`src/logic/timer_defines.svh`:
```
`ifndef TIMER_DEFINES_SVH
`define TIMER_DEFINES_SVH

// Register addresses on the I/O bus
`define TIMER_ADDR_DIV  16'hFF04
`define TIMER_ADDR_TIMA 16'hFF05
`define TIMER_ADDR_TMA  16'hFF06
`define TIMER_ADDR_TAC  16'hFF07
`define TIMER_ADDR_IF   16'hFF0F
`define TIMER_ADDR_IE   16'hFFFF

// TAC fields
`define TAC_MASK       8'h07
`define TAC_ENABLE_BIT 2
`define TAC_RATE_HI    1
`define TAC_RATE_LO    0

// IF and IE fields, timer is source 2
`define IF_MASK      8'h1F
`define IF_TIMER_BIT 2

// Reset and idle bus values
`define DIV_RESET  16'h0000
`define REG_RESET  8'h00
`define OPEN_BUS   8'hFF

`endif
```
`src/logic/timer_pkg.sv`:
```
`default_nettype none

package timer_pkg;

  // Bus address and data widths
  typedef logic [15:0] addr_t;
  typedef logic [7:0]  byte_t;

  // Internal divider, only the upper byte is visible
  typedef logic [15:0] div_t;

  // Enable in bit 2, rate select in bits 1:0
  typedef logic [2:0] tac_t;

  // VBlank, STAT, timer, serial, joypad
  typedef logic [4:0] irq_bits_t;

  // One bus request per cycle
  typedef struct packed {
    addr_t addr;
    byte_t wdata;
    logic  read_en;
    logic  write_en;
  } bus_req_t;

  // TIMA overflow handling
  typedef enum logic {
    TIMA_COUNT  = 1'b0,
    TIMA_RELOAD = 1'b1
  } tima_state_t;

endpackage

`default_nettype wire

```
`src/logic/gb_timer_top.sv`:
```
`timescale 1ns/1ps
`default_nettype none

module gb_timer_top
  import timer_pkg::*;
(
  input  wire logic     clk,
  input  wire logic     reset,
  input  wire bus_req_t bus,
  output byte_t         rdata,
  output logic          irq
);

  // Control levels
  tac_t  tac;
  byte_t tma;
  byte_t wdata;

  // Write strobes
  logic div_clear;
  logic tima_wr;
  logic if_wr;
  logic ie_wr;

  // Datapath results
  byte_t     div_high;
  byte_t     tima;
  logic      tick;
  logic      timer_req;
  irq_bits_t if_bits;
  irq_bits_t ie_bits;

  timer_bus_ctrl u_bus_ctrl (
    .clk       (clk),
    .reset     (reset),
    .bus       (bus),
    .div_high  (div_high),
    .tima      (tima),
    .if_bits   (if_bits),
    .ie_bits   (ie_bits),
    .rdata     (rdata),
    .tac       (tac),
    .tma       (tma),
    .div_clear (div_clear),
    .tima_wr   (tima_wr),
    .if_wr     (if_wr),
    .ie_wr     (ie_wr),
    .wdata     (wdata)
  );

  timer_div_counter u_div (
    .clk       (clk),
    .reset     (reset),
    .div_clear (div_clear),
    .tac       (tac),
    .div_high  (div_high),
    .tick      (tick)
  );

  timer_tima_counter u_tima (
    .clk       (clk),
    .reset     (reset),
    .tick      (tick),
    .tac       (tac),
    .tma       (tma),
    .tima_wr   (tima_wr),
    .wdata     (wdata),
    .tima      (tima),
    .timer_req (timer_req)
  );

  timer_irq_regs u_irq (
    .clk       (clk),
    .reset     (reset),
    .timer_req (timer_req),
    .if_wr     (if_wr),
    .ie_wr     (ie_wr),
    .wdata     (wdata),
    .if_bits   (if_bits),
    .ie_bits   (ie_bits),
    .irq       (irq)
  );

endmodule

`default_nettype wire

```
`src/logic/timer_bus_ctrl.sv`:
```
`timescale 1ns/1ps
`default_nettype none

`include "timer_defines.svh"

module timer_bus_ctrl
  import timer_pkg::*;
(
  input  wire logic      clk,
  input  wire logic      reset,
  input  wire bus_req_t  bus,
  input  wire byte_t     div_high,
  input  wire byte_t     tima,
  input  wire irq_bits_t if_bits,
  input  wire irq_bits_t ie_bits,
  output byte_t          rdata,
  output tac_t           tac,
  output byte_t          tma,
  output logic           div_clear,
  output logic           tima_wr,
  output logic           if_wr,
  output logic           ie_wr,
  output byte_t          wdata
);

  logic  sel_div;
  logic  sel_tima;
  logic  sel_tma;
  logic  sel_tac;
  logic  sel_if;
  logic  sel_ie;
  byte_t tma_q;
  tac_t  tac_q;
  byte_t tac_masked;

  // Address decode
  assign sel_div  = (bus.addr == `TIMER_ADDR_DIV);
  assign sel_tima = (bus.addr == `TIMER_ADDR_TIMA);
  assign sel_tma  = (bus.addr == `TIMER_ADDR_TMA);
  assign sel_tac  = (bus.addr == `TIMER_ADDR_TAC);
  assign sel_if   = (bus.addr == `TIMER_ADDR_IF);
  assign sel_ie   = (bus.addr == `TIMER_ADDR_IE);

  // Only three TAC bits exist
  assign tac_masked = bus.wdata & `TAC_MASK;

  // TMA and TAC live here
  always_ff @(posedge clk or posedge reset) begin
    if (reset) begin
      tma_q <= `REG_RESET;
      tac_q <= '0;
    end else if (bus.write_en) begin
      if (sel_tma) begin
        tma_q <= bus.wdata;
      end
      if (sel_tac) begin
        tac_q <= tac_masked[2:0];
      end
    end
  end

  assign tma = tma_q;
  assign tac = tac_q;

  // Write strobes to the datapath, same cycle as the bus write
  assign div_clear = bus.write_en & sel_div;
  assign tima_wr   = bus.write_en & sel_tima;
  assign if_wr     = bus.write_en & sel_if;
  assign ie_wr     = bus.write_en & sel_ie;
  assign wdata     = bus.wdata;

  // Combinational read, open bus when idle or unmapped
  always_comb begin
    rdata = `OPEN_BUS;
    if (bus.read_en) begin
      if (sel_div) begin
        rdata = div_high;
      end else if (sel_tima) begin
        rdata = tima;
      end else if (sel_tma) begin
        rdata = tma_q;
      end else if (sel_tac) begin
        // Unused high bits read as ones
        rdata = ~`TAC_MASK | {5'b00000, tac_q};
      end else if (sel_if) begin
        rdata = ~`IF_MASK | {3'b000, if_bits};
      end else if (sel_ie) begin
        rdata = {3'b000, ie_bits};
      end
    end
  end

  // Bus never reads and writes together
  a_no_rd_wr: assert property (
    @(posedge clk) disable iff (reset)
    !(bus.read_en && bus.write_en)
  ) else $error("read_en and write_en high in the same cycle");

endmodule

`default_nettype wire

```
`src/logic/timer_irq_regs.sv`:
```
`timescale 1ns/1ps
`default_nettype none

`include "timer_defines.svh"

module timer_irq_regs
  import timer_pkg::*;
(
  input  wire logic  clk,
  input  wire logic  reset,
  input  wire logic  timer_req,
  input  wire logic  if_wr,
  input  wire logic  ie_wr,
  input  wire byte_t wdata,
  output irq_bits_t  if_bits,
  output irq_bits_t  ie_bits,
  output logic       irq
);

  irq_bits_t if_q;
  irq_bits_t ie_q;

  // Interrupt flags
  always_ff @(posedge clk or posedge reset) begin
    if (reset) begin
      if_q <= '0;
    end else begin
      // CPU writes or acknowledges flags
      if (if_wr) begin
        if_q <= wdata[4:0];
      end
      // Timer request wins over a same-cycle write
      if (timer_req) begin
        if_q[`IF_TIMER_BIT] <= 1'b1;
      end
    end
  end

  // Interrupt enables, plain storage
  always_ff @(posedge clk or posedge reset) begin
    if (reset) begin
      ie_q <= '0;
    end else if (ie_wr) begin
      ie_q <= wdata[4:0];
    end
  end

  assign if_bits = if_q;
  assign ie_bits = ie_q;

  // Level stays up until the flag is cleared or disabled
  assign irq = |(if_q & ie_q);

endmodule

`default_nettype wire

```
`src/logic/timer_tima_counter.sv`:
```
`timescale 1ns/1ps
`default_nettype none

`include "timer_defines.svh"

module timer_tima_counter
  import timer_pkg::*;
(
  input  wire logic  clk,
  input  wire logic  reset,
  input  wire logic  tick,
  input  wire tac_t  tac,
  input  wire byte_t tma,
  input  wire logic  tima_wr,
  input  wire byte_t wdata,
  output byte_t      tima,
  output logic       timer_req
);

  tima_state_t state;
  byte_t       tima_q;
  logic        count_en;

  // Increment only when the timer is enabled
  assign count_en = tick & tac[`TAC_ENABLE_BIT];

  always_ff @(posedge clk or posedge reset) begin
    if (reset) begin
      state     <= TIMA_COUNT;
      tima_q    <= `REG_RESET;
      timer_req <= 1'b0;
    end else begin
      // Request is a single-cycle pulse
      timer_req <= 1'b0;
      unique case (state)
        TIMA_RELOAD: begin
          // Reload beats a CPU write in this cycle
          tima_q    <= tma;
          timer_req <= 1'b1;
          state     <= TIMA_COUNT;
        end
        TIMA_COUNT: begin
          if (tima_wr) begin
            // CPU write overrides the increment
            tima_q <= wdata;
          end else if (count_en) begin
            if (tima_q == 8'hFF) begin
              // Wrap to 00 and hold there for one cycle
              tima_q <= 8'h00;
              state  <= TIMA_RELOAD;
            end else begin
              tima_q <= tima_q + 8'h01;
            end
          end
        end
      endcase
    end
  end

  assign tima = tima_q;

  // Request only follows a reload cycle
  a_req_after_reload: assert property (
    @(posedge clk) disable iff (reset)
    timer_req |-> $past(state) == TIMA_RELOAD
  ) else $error("timer_req without a preceding reload cycle");

  // Reload lasts exactly one cycle
  a_reload_one_cycle: assert property (
    @(posedge clk) disable iff (reset)
    state == TIMA_RELOAD |=> state == TIMA_COUNT
  ) else $error("TIMA stayed in reload for two cycles");

endmodule

`default_nettype wire

```
`src/logic/timer_div_counter.sv`:
```
`timescale 1ns/1ps
`default_nettype none

`include "timer_defines.svh"

module timer_div_counter
  import timer_pkg::*;
(
  input  wire logic  clk,
  input  wire logic  reset,
  input  wire logic  div_clear,
  input  wire tac_t  tac,
  output byte_t      div_high,
  output logic       tick
);

  div_t div_q;
  logic tap;
  logic tap_prev;

  // Counts every clock, a DIV write restarts from zero
  always_ff @(posedge clk or posedge reset) begin
    if (reset) begin
      div_q <= `DIV_RESET;
    end else if (div_clear) begin
      div_q <= `DIV_RESET;
    end else begin
      div_q <= div_q + 16'd1;
    end
  end

  // Tap chosen by the TAC rate select
  always_comb begin
    unique case (tac[`TAC_RATE_HI:`TAC_RATE_LO])
      2'b00: tap = div_q[9];
      2'b01: tap = div_q[3];
      2'b10: tap = div_q[5];
      2'b11: tap = div_q[7];
    endcase
  end

  // Tap value seen at the previous edge
  always_ff @(posedge clk or posedge reset) begin
    if (reset) begin
      tap_prev <= 1'b0;
    end else begin
      tap_prev <= tap;
    end
  end

  // Falling edge of the tap, a DIV clear can cause one too
  assign tick = tap_prev & ~tap;

  // CPU only sees the upper byte
  assign div_high = div_q[15:8];

endmodule

`default_nettype wire

```
`config.mk`:
```
export PLATFORM = sky130hd
export DESIGN_NAME = gb_timer_top
export DESIGN_NICKNAME = d
export VERILOG_FILES = /design/src/logic/timer_pkg.sv /design/src/logic/gb_timer_top.sv /design/src/logic/timer_bus_ctrl.sv /design/src/logic/timer_irq_regs.sv /design/src/logic/timer_tima_counter.sv /design/src/logic/timer_div_counter.sv
export VERILOG_INCLUDE_DIRS = /design/src /design/src/logic
export SDC_FILE = /design/constraint.sdc
export NUM_CORES = 1
export LEC_CHECK = 0
export BUFFER_PORTS_ARGS = -buffer_cell sky130_fd_sc_hd__clkbuf_2
export CORE_MARGIN = 1.5
export CORE_UTILIZATION = 50
export CTS_CLUSTER_SIZE = 12
export DETAILED_ROUTE_END_ITERATION = 7
export PLACE_DENSITY = 0.74
export SETUP_SLACK_MARGIN = 0.1
export SYNTH_ARGS = -nofsm -noshare
export SYNTH_HDL_FRONTEND = slang
export SYNTH_SLANG_ARGS = --single-unit
```
`constraint.sdc`:
```
create_clock -name clk -period 2 [get_ports clk]
set_input_delay 0.1 -clock clk [delete_from_list [all_inputs] [get_ports clk]]
set_output_delay 0.1 -clock clk [all_outputs]
set_load 0.01 [all_outputs]
```
==> After elaboration in Yosys (flattened, before gate mapping) <==
Index checks and enable logic that the tools add are counted.
{ "classes": {"n_eq_ne": 11, "n_reduce_logical": 5, "div": 0, "mul": 0, "add_sub_neg": 2, "n_mux": 20, "bitwise": 9, "n_lt_le_gt_ge": 0, "shifts": 0} }
{ "op_table": {"columns": ["cell", "n"], "rows": [
  ["== test 16 bit, second input constant", 6],
  ["2-to-1 mux 8 bit", 10],
  ["adder 16 x 1 -> 16 bit, second input constant", 1],
  ["2-to-1 mux 16 bit", 1],
  ["case mux 8 bit (2 select lines)", 1],
  ["adder 8 x 1 -> 8 bit, second input constant", 1],
  ["== test 8 bit, second input constant", 1],
  ["AND 1 bit", 6],
  ["AND 5 bit", 1],
  ["2-to-1 mux 1 bit", 5],
  ["OR reduction 5 bit", 1],
  ["== test 2 bit, second input constant", 2],
  ["case mux 1 bit (4 select lines)", 1],
  ["AND reduction 2 bit", 2],
  ["2-to-1 mux 3 bit", 1],
  ["!= test 3 x 2 -> 1 bit, second input constant", 1],
  ["== test 2 x 1 -> 1 bit, second input constant", 1],
  ["logical NOT 2 bit", 1],
  ["NOT 1 bit", 2],
  ["case mux 1 bit (2 select lines)", 1],
  ["nonzero test 2 bit", 1]
]} }
{ "word_totals": {"rom_bits": 0, "out_inout_bits": 9, "input_bits": 28, "register_bits": 48, "ramBits": 0, "n_memories": 0, "word_cells": 57, "latch_bits": 0} }

==> Longest topological paths before layout <==
{ "depth": {"word_depth": 8, "ltp_mapped": 7, "ltp_nobuf": 6} }

==> By module <==
From an unflattened synthesis, not the netlist that was laid out.
{ "hier_totals": {"cells_unflattened": 300, "area_unflattened_um2": 3036.7} }
{ "modules_own_cells": {"columns": ["module", "seq_area_each_um2", "cells_each", "area_per_inst_um2", "n_inst"], "rows": [
  ["timer_bus_ctrl", 275.3, 111, 1018.5, 1],
  ["timer_div_counter", 425.4, 91, 930.9, 1],
  ["timer_tima_counter", 250.2, 73, 695.7, 1],
  ["timer_irq_regs", 250.2, 25, 391.6, 1]
]} }

==> Worst setup path after synthesis <==
No wires, ideal clock.
{ "synth_path": {"path_type": "register to register", "from": "register u_div.div_q[7]", "to": "register u_tima.tima_q[7] (netlist: u_tima.tima[7])", "setup_slack_ns": 0.058, "period_less_slack_ns": 1.942, "path_stages_with_launch": 7, "setup_time_ns": 0.134, "t_arrival_ns": 1.808, "t_required_ns": 1.866, "n_path_buf": 1, "path_cell_list": "dfrtp_1 -> mux4_2 -> or2_1 -> buf_6 -> a211o_1 -> a211oi_2 -> o31ai_2"} }
{ "synth_between": {"elab_chain_len": 5} }
{ "synth_rtl": {"columns": ["item", "line", "rtl"], "rows": [
  ["from (decl)", "timer_div_counter.sv:17", "div_t div_q;"],
  ["from (signal assigned)", "timer_div_counter.sv:24", "div_q <= `DIV_RESET;"],
  ["from (signal assigned)", "timer_div_counter.sv:26", "div_q <= `DIV_RESET;"],
  ["from (signal assigned)", "timer_div_counter.sv:28", "div_q <= div_q + 16'd1;"],
  ["case mux 1 bit (4 select lines)", "timer_div_counter.sv:34", "unique case (tac[`TAC_RATE_HI:`TAC_RATE_LO])"],
  ["named net u_div.tap", "timer_div_counter.sv:18", "logic tap;"],
  ["NOT 1 bit", "timer_div_counter.sv:52", "assign tick = tap_prev & ~tap;"],
  ["AND 1 bit", "timer_div_counter.sv:52", null],
  ["AND 1 bit", "timer_tima_counter.sv:25", "assign count_en = tick & tac[`TAC_ENABLE_BIT];"],
  ["!= test 3 x 2 -> 1 bit (no line)", null, null],
  ["to (signal assigned)", "timer_tima_counter.sv:30", "tima_q <= `REG_RESET;"],
  ["to (signal assigned)", "timer_tima_counter.sv:38", "tima_q <= tma;"],
  ["to (signal assigned)", "timer_tima_counter.sv:45", "tima_q <= wdata;"],
  ["to (decl)", "timer_tima_counter.sv:21", "byte_t tima_q;"]
]} }
The timed path passes the listed nets, and every way through them passes these cells.
A chain may end at the register's enable or synchronous reset.

==> Worst setup path in the final report <==
{ "layout_path": {"from": "register u_bus_ctrl.tac_q[1] (netlist: u_bus_ctrl.tac[1])", "to": "register u_tima.tima_q[7] (netlist: u_tima.tima[7])"} }
{ "layout_between": {"elab_chain_len": 6, "elab_cells_between_ends": 9, "cone_classes": "eq/ne (4); mux (1); bitwise (3); reduce/logical (1)"} }
{ "layout_rtl": {"columns": ["item", "line", "rtl"], "rows": [
  ["from (decl)", "timer_bus_ctrl.sv:33", "tac_t tac_q;"],
  ["from (signal assigned)", "timer_bus_ctrl.sv:57", "tac_q <= tac_masked[2:0];"],
  ["== test 2 bit (tied with other cells)", "timer_div_counter.sv:34", null],
  ["case mux 1 bit (4 select lines) (*)", "timer_div_counter.sv:34", null],
  ["named net u_div.tap", "timer_div_counter.sv:18", null],
  ["NOT 1 bit (*)", "timer_div_counter.sv:52", null],
  ["AND 1 bit (*)", "timer_div_counter.sv:52", null],
  ["AND 1 bit (*)", "timer_tima_counter.sv:25", null],
  ["!= test 3 x 2 -> 1 bit (no line) (*)", null, null]
]} }
Mark *: on every way through the listed nets, which the timed path passes. The rest lies on a longest branch.

==> metrics.md <==
| Metric | Value |
|---|---|
| Peak VDD IR | `478 uV` |
| CTS root buffer | `clkbuf_8` |
| FF-to-FF path depth | `5` |
| Worst setup margin | `0.0584 ns` |
| M1 WL | `3.09 mm` |
| Critical path endpoint category | `register` |
| Post-Syn Area | `2700 um2` |
| Total core area | `5170 um2` |
| Wire length on met3 | `235 um` |
| DRT iter0 DRCs | `172` |
| Vias per Instance | `5.77` |
| Final #Nets | `351` |
| FFs w/ async S/R, synth | `100%` |
| CP Max Fanout | `7` |
| Post-synth top area share | `44.5%` |
| Distinct cells, synth | `54` |
| Global-route usage over all layers | `24.3%` |
| Clk buf depth | `2` |
| WP data required | `2.20 ns` |
| RSZ-0062 raised after global routing | `yes` |
| Slew HR | `62.4%` |
| Die ar. | `5850 um2` |
| Global-route wire length before repair | `11.1 mm` |
| Max Cap Viol | `0` |
| WL final | `6.69 mm` |
| CTS buffer count | `5` |
| Per-cell routed wire length | `17.1 um` |
| Clk sinks | `48` |
| Syn avg cell area | `10.0 um2` |
| Clk_lat worst skew | `0.31 ns` |
| Hold WC Path Type | `primary input to register` |
| Synth Flop Type | `dfrtp_1` |
| Mapped Nets | `299` |
| Critical path's largest stage delay | `0.58 ns` |
| Pin count of the biggest net entering global routing | `27` |
| Startpoint types | `register` |
| Antenna viol nets, final | `0` |
| Ports | `37` |
| Die Span X | `76.5 um` |
| Die Height | `76.5 um` |
| Hold depth | `2` |
| Post-route setup TNS | `0 ns` |
| CTS tree | `done` |
| GP Congestion | `0.859` |
| Synth-to-Final Area Change | `18.4%` |
| Status | `finished, final reports clean` |
| Hold Violations, Final | `0` |
| Initial antenna violation count | `0` |
| Via Count | `2263` |
| Total grt overflow | `0` |
| Pre-CTS WS | `0.0133 ns` |
| Critical-path cell list | `mux4_2 > or2_4 > a211o_1 > a211oi_2 > o31ai_2` |
| CP bufs+invs | `0` |
| 1st-pass router iterations | `5` |
| Routed wl met2 | `3.23 mm` |
| Port Buffer Count | `36` |
| Worst Path Arrival | `2.14 ns` |
| Vias in the first global route | `2232` |
| FF+latch count, synth | `48` |
| Site row count | `26` |
| CP Class | `register to register` |
| Skew final | `0.00724 ns` |
| Initial Utilization | `52.2%` |
| Number of flops mapped to enable cells by yosys | `0` |
| Top Layer Used | `met4` |
| Fin crit share | `97.1%` |
| Power density cells | `558 nW/um2` |
| DRC errors left | `0` |
| Area contributors post-synth | `dfrtp_1 (44%), mux2_1 (6.3%), nor2_1 (5.1%), nand2_1 (3.8%), xor2_1 (3.6%)` |
| Fmax | `515 MHz` |
| YS warnings | `0` |
| Post-synthesis cell count | `269` |
| Clk slew on worst S/H paths | `0.09 ns` |
| Diodes inserted | `0` |
| Fin crit period | `1.94 ns` |
| Setup-failing EPs final | `0` |
| HPWL Detailed | `4.96 mm` |
| H-Tree Level Count | `2` |
| Cell count along the critical path | `5` |
| Max Slew Vio Count | `0` |
| Worst-Margin Slew | `0.564 ns` |
| Leakage | `1.51 nW` |
| Dominant cell type by area after synthesis | `dfrtp_1` |
| Register area share after synthesis | `44.5%` |
| Slowest stage cell, crit path | `mux4_2` |
| Share of cells above drive strength 1 | `27.6%` |
| Final Total Pwr | `0.00179 W` |
| Cell family with most CP delay | `multiplexers` |
## area by class of cell
class                   count  area, um2
clock buffers               6       82.6
clock inverters             2       15.0
fillers                   414       1970
inverters                   7       26.3
multi-input cells         202       1450
flip-flops and latches     48       1200
well taps                  70       87.6
repair buffers             57        340
## cell usage after synthesis, types with 3 or more instances
cell / instances
nand2_1: 27
o211ai_1: 3
mux2_2: 7
clkbuf_1: 4
nand4_1: 6
nor3_1: 6
o21ai_0: 4
mux2_1: 15
xnor2_1: 5
dfrtp_1: 48
o22ai_1: 3
and3_1: 6
mux2i_1: 3
inv_1: 6
mux4_2: 4
nand3_1: 17
o31ai_1: 4
buf_2: 6
nor4_1: 4
nor2_1: 37
xor2_1: 11
## metrics by stage
stage / instances / util, % / area (um2) / hold slack [ns]
floorplan: 269 / - / 2700 / 0.232
global placement: 379 / 58.6 / 3030 / 0.165
detailed placement: 379 / 58.6 / 3030 / 0.170
CTS: 390 / 61.2 / 3170 / 0.0252
global route: 392 / 61.9 / 3200 / 0.0423
finish: 392 / 61.9 / 3200 / 0.0280
## state kept, by name (all words and copies together), names as in the netlist
name	count
u_irq.ie_bits	5
u_tima.timer_req	1
u_div.tap_prev	1
u_bus_ctrl.tma	8
u_div.div_q	16
u_irq.if_bits	5
u_tima.tima	8
u_tima.state	1
u_bus_ctrl.tac	3
## cells in the final DEF, fill, tap and decap left out, types with 7 or more instances in the layout
| cell type | count |
|---|---|
| nand3_1 | 17 |
| mux2_1 | 15 |
| nand2_1 | 27 |
| clkbuf_2 | 36 |
| dfrtp_1 | 48 |
| buf_4 | 20 |
| xor2_1 | 11 |
| nor2_1 | 36 |
| mux2_2 | 7 |
## path summary, 6_finish.rpt
kind	start	endpoint	slack (ns)
worst max-delay path	u_bus_ctrl.tac[1]	u_tima.tima[7]	0.06
worst min-delay path	bus[9]	u_bus_ctrl.tma[7]	0.03
worst max register to register	u_bus_ctrl.tac[1]	u_tima.tima[7]	0.06
worst min register to register	u_tima.timer_req	u_irq.if_bits[2]	0.45
max in group asynchronous	reset	u_bus_ctrl.tma[1]	1.05
min in group asynchronous	reset	u_irq.if_bits[3]	0.37
## power breakdown
part           total [W]  internal [W]  leakage [nW]  switching (W)
sequential       0.00101      0.000990         0.646      0.0000187
combinational   0.000151     0.0000614         0.817      0.0000891
clock           0.000627      0.000280        0.0434       0.000347
total            0.00179       0.00133          1.51       0.000455
## cell families after synthesis
group / Yosys count / share of synthesized area (%)
xor gates and xnor gates: 16 / 5.19
AOI/OAI and AO/OA: 37 / 10.8
muxes: 29 / 13.6
buffers and inverters: 19 / 3.20
adders and majority gates: 2 / 0.926
DFF: 48 / 44.5
and+or+nand+nor: 118 / 21.8
## repair_timing
action / 4_1_cts / 5_1_grt
buffers inserted: 2 / 2
hold endpoints to repair: 24 / 0
setup endpoints to repair: 5 / 8
pin swaps: 2 / 2
hold buffers: 1 / 0
gates resized for setup: 4 / 3
## per-layer routing
layer,GRT usage [%],vias up
li1,-,1079
met1,32.9,1114
met2,39.5,59
met3,3.35,11
met4,9.81,0
met5,0,-
Note: power is estimated with default switching activity, not from simulation.
